$ cat config.mk
export PLATFORM = sky130hd
export DESIGN_NAME = portalBridge
export DESIGN_NICKNAME = d
export VERILOG_FILES = /design/src/portalPkg.sv /design/src/portalBridge.sv /design/src/portalControl.sv /design/src/userEcho.sv /design/src/burstSplitter.sv /design/src/fifo1.sv
export SDC_FILE = /design/constraint.sdc
export NUM_CORES = 1
export LEC_CHECK = 0
export BUFFER_PORTS_ARGS = -buffer_cell sky130_fd_sc_hd__buf_2
export CORE_AREA = 5 5 142 144
export DETAILED_ROUTE_END_ITERATION = 8
export DIE_AREA = 0 0 147 149
export PLACE_DENSITY_LB_ADDON = 0.15
export SYNTH_ARGS = -nofsm -noshare
export SYNTH_HDL_FRONTEND = slang
export SYNTH_SLANG_ARGS = --single-unit
$ cat constraint.sdc
create_clock -name CLK -period 4.6 [get_ports CLK]
set_input_delay 0.69 -clock CLK [delete_from_list [all_inputs] [get_ports CLK]]
set_output_delay 0.69 -clock CLK [all_outputs]
set_load 0.01 [all_outputs]
$ cat src/portalPkg.sv
package portalPkg;

  ////////////////////////////////////////////////////////////////////////////
  // Bus field widths.
  ////////////////////////////////////////////////////////////////////////////

  typedef logic [31:0] dataT;
  typedef logic [31:0] addrT;

  // Byte offset of a word inside a 32-byte page window.
  typedef logic [4:0] offsetT;

  // Burst length minus one as carried on the bus.
  typedef logic [3:0] lenT;

  // Between 1 and 16 beats still to go.
  typedef logic [4:0] countT;

  typedef logic [5:0] idT;

  ////////////////////////////////////////////////////////////////////////////
  // Grouped payloads.
  ////////////////////////////////////////////////////////////////////////////

  typedef struct packed {
    offsetT offset;
    countT  count;
    idT     id;
  } burstReqT;

  typedef struct packed {
    offsetT offset;
    idT     id;
    logic   last;
  } beatT;

  typedef struct packed {
    dataT data;
    idT   id;
  } readRespT;

  ////////////////////////////////////////////////////////////////////////////
  // Address decode and page layout.
  ////////////////////////////////////////////////////////////////////////////

  // Set selects the indication portal.
  localparam int PAGE_SELECT_BIT = 12;

  // All zero in this field means the control page.
  localparam int CTRL_PAGE_LO = 5;
  localparam int CTRL_PAGE_HI = 11;

  localparam offsetT OFF_DATA   = 5'd0;
  localparam offsetT OFF_STATUS = 5'd4;
  localparam offsetT OFF_ID     = 5'd8;
  localparam offsetT OFF_INTR   = 5'd12;
  localparam offsetT OFF_PORTAL = 5'd16;
  localparam offsetT OFF_TOP    = 5'd20;

  localparam dataT PORTAL_ID_REQ = 32'd5;
  localparam dataT PORTAL_ID_IND = 32'd6;
  localparam dataT TOP_COUNT     = 32'd2;

endpackage
$ cat src/portalBridge.sv
`timescale 1ns/10ps

module portalBridge (
  input  logic            CLK,
  input  logic            nRST,
  input  portalPkg::addrT arAddr,
  input  portalPkg::lenT  arLen,
  input  portalPkg::idT   arId,
  input  logic            arEna,
  output logic            arRdy,
  input  portalPkg::addrT awAddr,
  input  portalPkg::lenT  awLen,
  input  portalPkg::idT   awId,
  input  logic            awEna,
  output logic            awRdy,
  input  portalPkg::dataT wData,
  input  logic            wEna,
  output logic            wRdy,
  output portalPkg::dataT rData,
  output portalPkg::idT   rId,
  output logic            rEna,
  input  logic            rRdy,
  output portalPkg::idT   bId,
  output logic            bEna,
  input  logic            bRdy,
  output logic            interrupt
);

  portalPkg::beatT     readBeatIn;
  portalPkg::beatT     readBeatOut;
  logic                readBeatEnq;
  logic                readBeatEnqRdy;
  logic                readBeatValid;
  logic                readPop;
  logic                readDataEnqRdy;
  portalPkg::readRespT readResp;
  portalPkg::readRespT readRespOut;
  portalPkg::dataT     readValue;

  portalPkg::beatT     writeBeatIn;
  portalPkg::beatT     writeBeatOut;
  logic                writeBeatEnq;
  logic                writeBeatEnqRdy;
  logic                writeBeatValid;
  logic                writeDataValid;
  portalPkg::dataT     writeWord;
  logic                writeDoneEnqRdy;
  logic                writeHold;
  logic                writePop;

  logic                popEna;
  logic                popValid;
  portalPkg::dataT     popData;
  logic                pushEna;
  logic                pushRdy;

  ////////////////////////////////////////////////////////////////////////////
  // Read path.
  ////////////////////////////////////////////////////////////////////////////

  burstSplitter readSplit (
    .CLK(CLK), .nRST(nRST),
    .reqEna(arEna), .reqOffset(arAddr[4:0]), .reqLen(arLen), .reqId(arId), .reqRdy(arRdy),
    .beatEna(readBeatEnq), .beat(readBeatIn), .beatRdy(readBeatEnqRdy)
  );

  fifo1 #(.WIDTH($bits(portalPkg::beatT))) readBeat (
    .CLK(CLK), .nRST(nRST),
    .enqEna(readBeatEnq), .enqData(readBeatIn), .enqRdy(readBeatEnqRdy),
    .deqEna(readPop), .deqRdy(readBeatValid), .first(readBeatOut)
  );

  // A read beat moves only when the response stage has room.
  assign readPop       = readBeatValid && readDataEnqRdy;
  assign readResp.data = readValue;
  assign readResp.id   = readBeatOut.id;

  fifo1 #(.WIDTH($bits(portalPkg::readRespT))) readData (
    .CLK(CLK), .nRST(nRST),
    .enqEna(readPop), .enqData(readResp), .enqRdy(readDataEnqRdy),
    .deqEna(rEna && rRdy), .deqRdy(rEna), .first(readRespOut)
  );

  assign rData = readRespOut.data;
  assign rId   = readRespOut.id;

  ////////////////////////////////////////////////////////////////////////////
  // Write path.
  ////////////////////////////////////////////////////////////////////////////

  burstSplitter writeSplit (
    .CLK(CLK), .nRST(nRST),
    .reqEna(awEna), .reqOffset(awAddr[4:0]), .reqLen(awLen), .reqId(awId), .reqRdy(awRdy),
    .beatEna(writeBeatEnq), .beat(writeBeatIn), .beatRdy(writeBeatEnqRdy)
  );

  fifo1 #(.WIDTH($bits(portalPkg::beatT))) writeBeat (
    .CLK(CLK), .nRST(nRST),
    .enqEna(writeBeatEnq), .enqData(writeBeatIn), .enqRdy(writeBeatEnqRdy),
    .deqEna(writePop), .deqRdy(writeBeatValid), .first(writeBeatOut)
  );

  fifo1 #(.WIDTH($bits(portalPkg::dataT))) writeData (
    .CLK(CLK), .nRST(nRST),
    .enqEna(wEna), .enqData(wData), .enqRdy(wRdy),
    .deqEna(writePop), .deqRdy(writeDataValid), .first(writeWord)
  );

  // Beat and word pop together; the last beat also needs a response slot.
  assign writePop = writeBeatValid && writeDataValid && !writeHold
                    && (!writeBeatOut.last || writeDoneEnqRdy);

  fifo1 #(.WIDTH($bits(portalPkg::idT))) writeDone (
    .CLK(CLK), .nRST(nRST),
    .enqEna(writePop && writeBeatOut.last), .enqData(writeBeatOut.id),
    .enqRdy(writeDoneEnqRdy),
    .deqEna(bEna && bRdy), .deqRdy(bEna), .first(bId)
  );

  ////////////////////////////////////////////////////////////////////////////
  // Control page and user block.
  ////////////////////////////////////////////////////////////////////////////

  portalControl control (
    .CLK(CLK), .nRST(nRST),
    .arCapture(arEna && arRdy), .arAddr(arAddr),
    .awCapture(awEna && awRdy), .awAddr(awAddr),
    .readBeatEna(readPop), .readOffset(readBeatOut.offset),
    .writeBeatEna(writePop), .writeOffset(writeBeatOut.offset), .writeData(writeWord),
    .popValid(popValid), .popData(popData), .pushRdy(pushRdy),
    .popEna(popEna), .pushEna(pushEna),
    .readValue(readValue), .writeHold(writeHold), .interrupt(interrupt)
  );

  userEcho user (
    .CLK(CLK), .nRST(nRST),
    .pushEna(pushEna), .pushData(writeWord), .pushRdy(pushRdy),
    .popEna(popEna), .popData(popData), .popValid(popValid)
  );

endmodule

$ cat src/portalControl.sv
`timescale 1ns/10ps

module portalControl (
  input  logic              CLK,
  input  logic              nRST,
  input  logic              arCapture,
  input  portalPkg::addrT   arAddr,
  input  logic              awCapture,
  input  portalPkg::addrT   awAddr,
  input  logic              readBeatEna,
  input  portalPkg::offsetT readOffset,
  input  logic              writeBeatEna,
  input  portalPkg::offsetT writeOffset,
  input  portalPkg::dataT   writeData,
  input  logic              popValid,
  input  portalPkg::dataT   popData,
  input  logic              pushRdy,
  output logic              popEna,
  output logic              pushEna,
  output portalPkg::dataT   readValue,
  output logic              writeHold,
  output logic              interrupt
);

  logic            readCtrl;
  logic            readSelect;
  logic            writeCtrl;
  logic            writeSelect;
  logic            intEnable;
  logic            intrStatus;
  logic            writeToUser;
  portalPkg::dataT ctrlValue;
  portalPkg::dataT dataValue;

  ////////////////////////////////////////////////////////////////////////////
  // Page flags and interrupt enable.
  ////////////////////////////////////////////////////////////////////////////

  always_ff @(posedge CLK) begin
    if (!nRST) begin
      readCtrl    <= 1'b0;
      readSelect  <= 1'b0;
      writeCtrl   <= 1'b0;
      writeSelect <= 1'b0;
      intEnable   <= 1'b0;
    end else begin
      if (arCapture) begin
        readCtrl   <= (arAddr[portalPkg::CTRL_PAGE_HI:portalPkg::CTRL_PAGE_LO] == '0);
        readSelect <= arAddr[portalPkg::PAGE_SELECT_BIT];
      end
      if (awCapture) begin
        writeCtrl   <= (awAddr[portalPkg::CTRL_PAGE_HI:portalPkg::CTRL_PAGE_LO] == '0);
        writeSelect <= awAddr[portalPkg::PAGE_SELECT_BIT];
      end
      if (writeBeatEna && writeCtrl && writeOffset == portalPkg::OFF_STATUS) begin
        intEnable <= writeData[0];
      end
    end
  end

  ////////////////////////////////////////////////////////////////////////////
  // Read data.
  ////////////////////////////////////////////////////////////////////////////

  // Only the request portal reports pending indications.
  assign intrStatus = popValid && !readSelect;

  always_comb begin
    case (readOffset)
      portalPkg::OFF_DATA:   ctrlValue = {31'd0, intrStatus};
      portalPkg::OFF_ID:     ctrlValue = 32'd1;
      portalPkg::OFF_INTR:   ctrlValue = {31'd0, intrStatus};
      portalPkg::OFF_PORTAL: ctrlValue = readSelect ? portalPkg::PORTAL_ID_IND
                                                    : portalPkg::PORTAL_ID_REQ;
      portalPkg::OFF_TOP:    ctrlValue = portalPkg::TOP_COUNT;
      default:               ctrlValue = '0;
    endcase
  end

  always_comb begin
    case (readOffset)
      portalPkg::OFF_DATA:   dataValue = popValid ? popData : '0;
      portalPkg::OFF_STATUS: dataValue = {31'd0, pushRdy};
      default:               dataValue = '0;
    endcase
  end

  assign readValue = readCtrl ? ctrlValue : dataValue;
  assign popEna    = readBeatEna && !readCtrl && readOffset == portalPkg::OFF_DATA && popValid;

  // Data page writes to the indication portal are simply dropped.
  assign writeToUser = !writeCtrl && !writeSelect;
  assign pushEna     = writeBeatEna && writeToUser;
  assign writeHold   = writeToUser && !pushRdy;

  assign interrupt = popValid && intEnable;

endmodule

$ cat src/userEcho.sv
`timescale 1ns/10ps

module userEcho (
  input  logic            CLK,
  input  logic            nRST,
  input  logic            pushEna,
  input  portalPkg::dataT pushData,
  output logic            pushRdy,
  input  logic            popEna,
  output portalPkg::dataT popData,
  output logic            popValid
);

  localparam int ECHO_DEPTH = 4;
  localparam int PTR_W      = $clog2(ECHO_DEPTH);
  localparam int CNT_W      = $clog2(ECHO_DEPTH + 1);

  portalPkg::dataT  mem [ECHO_DEPTH];
  logic [PTR_W-1:0] wrPtr;
  logic [PTR_W-1:0] rdPtr;
  logic [CNT_W-1:0] count;
  logic             doPush;
  logic             doPop;

  assign pushRdy  = (count != CNT_W'(ECHO_DEPTH));
  assign popValid = (count != '0);
  assign popData  = mem[rdPtr];

  assign doPush = pushEna && pushRdy;
  assign doPop  = popEna && popValid;

  always_ff @(posedge CLK) begin
    if (!nRST) begin
      wrPtr <= '0;
      rdPtr <= '0;
      count <= '0;
    end else begin
      if (doPush) begin
        wrPtr <= wrPtr + 1'b1;
      end
      if (doPop) begin
        rdPtr <= rdPtr + 1'b1;
      end
      // Simultaneous push and pop leave the count alone.
      if (doPush && !doPop) begin
        count <= count + 1'b1;
      end else if (doPop && !doPush) begin
        count <= count - 1'b1;
      end
    end
  end

  always_ff @(posedge CLK) begin
    if (doPush) begin
      mem[wrPtr] <= pushData;
    end
  end

endmodule

$ cat src/burstSplitter.sv
`timescale 1ns/10ps

module burstSplitter (
  input  logic              CLK,
  input  logic              nRST,
  input  logic              reqEna,
  input  portalPkg::offsetT reqOffset,
  input  portalPkg::lenT    reqLen,
  input  portalPkg::idT     reqId,
  output logic              reqRdy,
  output logic              beatEna,
  output portalPkg::beatT   beat,
  input  logic              beatRdy
);

  portalPkg::burstReqT reqIn;
  portalPkg::burstReqT req;
  logic                reqValid;
  logic                reqRelease;

  // Position inside the burst after the first beat.
  logic                notFirst;
  portalPkg::offsetT   curOffset;
  portalPkg::countT    curCount;

  portalPkg::offsetT   nextOffset;
  portalPkg::countT    nextCount;
  logic                lastNext;

  assign reqIn.offset = reqOffset;
  assign reqIn.count  = portalPkg::countT'(reqLen) + 5'd1;
  assign reqIn.id     = reqId;

  fifo1 #(
    .WIDTH($bits(portalPkg::burstReqT))
  ) reqStage (
    .CLK(CLK),
    .nRST(nRST),
    .enqEna(reqEna),
    .enqData(reqIn),
    .enqRdy(reqRdy),
    .deqEna(reqRelease),
    .deqRdy(reqValid),
    .first(req)
  );

  assign nextOffset = notFirst ? curOffset : req.offset;
  assign nextCount  = notFirst ? curCount : req.count;
  assign lastNext   = (nextCount == 5'd1);

  assign beatEna    = reqValid && beatRdy;
  assign reqRelease = beatEna && lastNext;

  assign beat.offset = nextOffset;
  assign beat.id     = req.id;
  assign beat.last   = lastNext;

  always_ff @(posedge CLK) begin
    if (!nRST) begin
      notFirst  <= 1'b0;
      curOffset <= '0;
      curCount  <= '0;
    end else if (beatEna) begin
      // Offset wraps inside the page window.
      curOffset <= nextOffset + 5'd4;
      curCount  <= nextCount - 5'd1;
      notFirst  <= !lastNext;
    end
  end

endmodule

$ cat src/fifo1.sv
`timescale 1ns/10ps

module fifo1 #(
  parameter int WIDTH = 32
) (
  input  logic             CLK,
  input  logic             nRST,
  input  logic             enqEna,
  input  logic [WIDTH-1:0] enqData,
  output logic             enqRdy,
  input  logic             deqEna,
  output logic             deqRdy,
  output logic [WIDTH-1:0] first
);

  logic             full;
  logic [WIDTH-1:0] store;

  // Only one side can be ready at a time.
  assign enqRdy = !full;
  assign deqRdy = full;
  assign first  = store;

  always_ff @(posedge CLK) begin
    if (!nRST) begin
      full <= 1'b0;
    end else if (enqEna && !full) begin
      full <= 1'b1;
    end else if (deqEna && full) begin
      full <= 1'b0;
    end
  end

  always_ff @(posedge CLK) begin
    if (enqEna && !full) begin
      store <= enqData;
    end
  end

endmodule

==> metrics.cfg <==
[run_status]
status=completed

[synthesis]
ys_top_cells_by_count=edfxtp_1 (259), dfxtp_1 (43), and2_1 (36), nor2_1 (33), mux4_2 (32)
synth_nets=765
postSynthCellCount=628
async_reset_ff_share_pct=0
syn_area_per_cell_um2=17.9
yosysMostFrequentCell=edfxtp_1
ys_seq_area_share_pct=77.0
syn_area_mm2=0.0112
synth_edf_count=259
yosysTopAreaCellShare_pct=69.4
synth_ff_type=edfxtp_1
synthTopCellsByArea=edfxtp_1 (69%), dfxtp_1 (7.7%), mux4_2 (6.4%)
yosysWarnings=0
ys_types=48
yosys_register_bits=302
synth_top_area_cell=edfxtp_1

[sta]
setup_viol=0
finalCritPeriodShare_pct=66.0
fin_ws_ns=1.56
max_freq_mhz=329
drv_slew=0
rsz0062_at_grt=no
final.min_clock_period_ns=3.04
hold_ws_ns=0.339
slew_headroom_pct=24.8
finalHoldViolCount=0
worst_pin_slew_ns=1.11
fin_skew_ns=0.00630
tns_ns=0

[die]
start_util_pct=60.4
die_y_um=149
dieArea_mm2=0.0219
core_mm2=0.0186
die-width_um=147
rows=50
ios=173

[pwr]
powerDensity_mw_per_mm2=430
cellInternalPower_mw=4.47
p_comb_share_pct=4.5
switching_power_mw=1.13
power.total_mw=5.61
leakage_nw=4.63
power_switching_share_pct=20.2
ir_drop_uv=306
power_frac_seq_pct=56.2
clockPowerShare_pct=39.3

[critical_path]
cp-end-kind=flop
critPathSlowestCell=nor4bb_1
path_max_fanout=7
worstPathArrival_ns=3.47
crit_required_ns=5.03
crit_type=reg -> reg
cp_slowest_stage_delay_ns=0.95
worstPathCellList=nor3b_1 > nor4bb_1 > ha_1 > inv_1 > fa_1 > xor2_1 > or3_1 > a21oi_1
cp-start-kind=flop

[clocking]
clk_pin_slew_worst_paths_ns=0.06
htreeDepth=1
post_cts_resized=0
cts_tree=built
cts_hold_buf=0
cts_root_buf=clkbuf_16
cts_setup_buffers=0
cts.sinks=302
cts_buffer_depth=3
cts_made_buffers=29
clk_latency_ns=0.52

[placement]
gp_congestion=0.746
portBuffers=134
dp_slack_ns=1.56
hpwl_mm=12.0
dp_cells=977
placed_area_mm2=0.0121

[global_routing]
grt_max_degree=41
grtUsageTotal_pct=17.8
grt_pass1_vias=6122
grt_pass1_wl_mm=31.1
antenna_found_initial=1
grt_overflow=0

[detailed_routing]
via_count=5718
wl_per_cell_um=18.8
via_per_inst=5.56
drt_iter0_markers=301
routed_wl_mm=19.3
drc_errors=0
drt_pre_antenna_iters=4
ant_nets=0

[job]
maxCapViolations=0

[finish]
area_growth_pct=16.3
final_cells=1029
fillCellCount=1185
finalNetCount=911
diodes=0
post-route-util_pct=70.2
design_area_mm2=0.0130
drive_gt1_share_pct=29.4

[worst_hold_path]
hold_class=in -> reg

[cell type report]
type                            count  area (um^2)  share of cell area, %
Timing Repair Buffer              138          701                   5.37
Inverter                           17         63.8                  0.489
Tap cell                          234          293                   2.25
Clock buffer                       43          818                   6.28
Multi-Input combinational cell    286         2450                   18.8
Clock inverter                      9         75.1                  0.576
Sequential cell                   302         8640                   66.3
[critical path: cells and delay by family (launching register included)]
| kind | cells | cell delay [ns] |
|---|---|---|
| adders and majority gates | 2 | 0.72 |
| buffers and inverters | 1 | 0.07 |
| AOI/OAI and AO/OA | 1 | 0.16 |
| DFF | 1 | 0.42 |
| xor gates and xnor gates | 1 | 0.18 |
| and+or+nand+nor | 3 | 1.39 |
[registers in the layout, summed over array words and instances (netlist names), 2 cells and up, named ones only]
name,flops
user.count,3
readSplit.curOffset,5
user.rdPtr,2
writeSplit.reqStage.first,16
readSplit.curCount,5
writeDone.first,6
readBeat.first,11
readSplit.reqStage.first,16
user.wrPtr,2
writeSplit.curCount,5
readData.first,38
writeData.first,32
writeBeat.first,12
user.mem,128
writeSplit.curOffset,5
[per-layer routing]
metal  GRT usage, %  part of all wire, %
met2           32.9                   53
met4           4.61                  1.9
met5              0                0.036
met1           21.9                   40
met3           3.10                  4.7
[logic make-up (layout without fill, tap and decap cells)]
family                   Yosys count  in the layout  synth area share [%]
buffers and inverters             40            207                  1.36
adder cells (fa/ha/maj)           14             14                  1.63
XOR/XNOR                           8              8                 0.625
AND/OR/NAND/NOR                  152            152                  7.50
multiplexers                      57             57                  8.77
AO/OA/AOI/OAI                     55             55                  3.09
flip-flops                       302            302                  77.0
[cell usage in the layout (no fill, tap or decap), types with 5 or more instances in the layout]
cell	instances
mux2_2	10
ha_1	13
and2_1	32
nand3_1	9
nor3_1	12
mux4_2	32
dfxtp_1	41
nor2b_1	5
nand2_1	21
edfxtp_1	259
a21oi_1	19
o211ai_1	5
o21ai_0	11
nand2b_1	7
clkbuf_1	10
clkbuf_16	29
clkinv_2	5
mux2i_1	15
xor2_1	5
nor2_1	33
inv_1	16
buf_2	134
[power groups by stage]
stage | sequential, mW | clock [mW] | combinational (mW)
CTS | 3.15 | 2.26 | 0.257
detailed placement | 3.21 | 0 | 0.254
floorplan | 3.19 | 0 | 0.161
global route | 3.16 | 2.39 | 0.279
global placement | 3.20 | 0 | 0.242
finish | 3.15 | 2.21 | 0.253
[path summary, 6_finish.rpt]
| kind | slack (ns) | startpoint | to | cells after the start |
|---|---|---|---|---|
| setup / recovery | 1.56 | user.count[0] | user.count[2] | 8 |
| hold / removal | 0.34 | wData[30] | writeData.first[30] | 1 |
| setup reg to reg | 1.56 | user.count[0] | user.count[2] | 8 |
| hold reg to reg | 0.41 | writeBeat.first[2] | writeDone.first[1] | 0 |
Note: power is estimated with default switching activity, not from simulation.
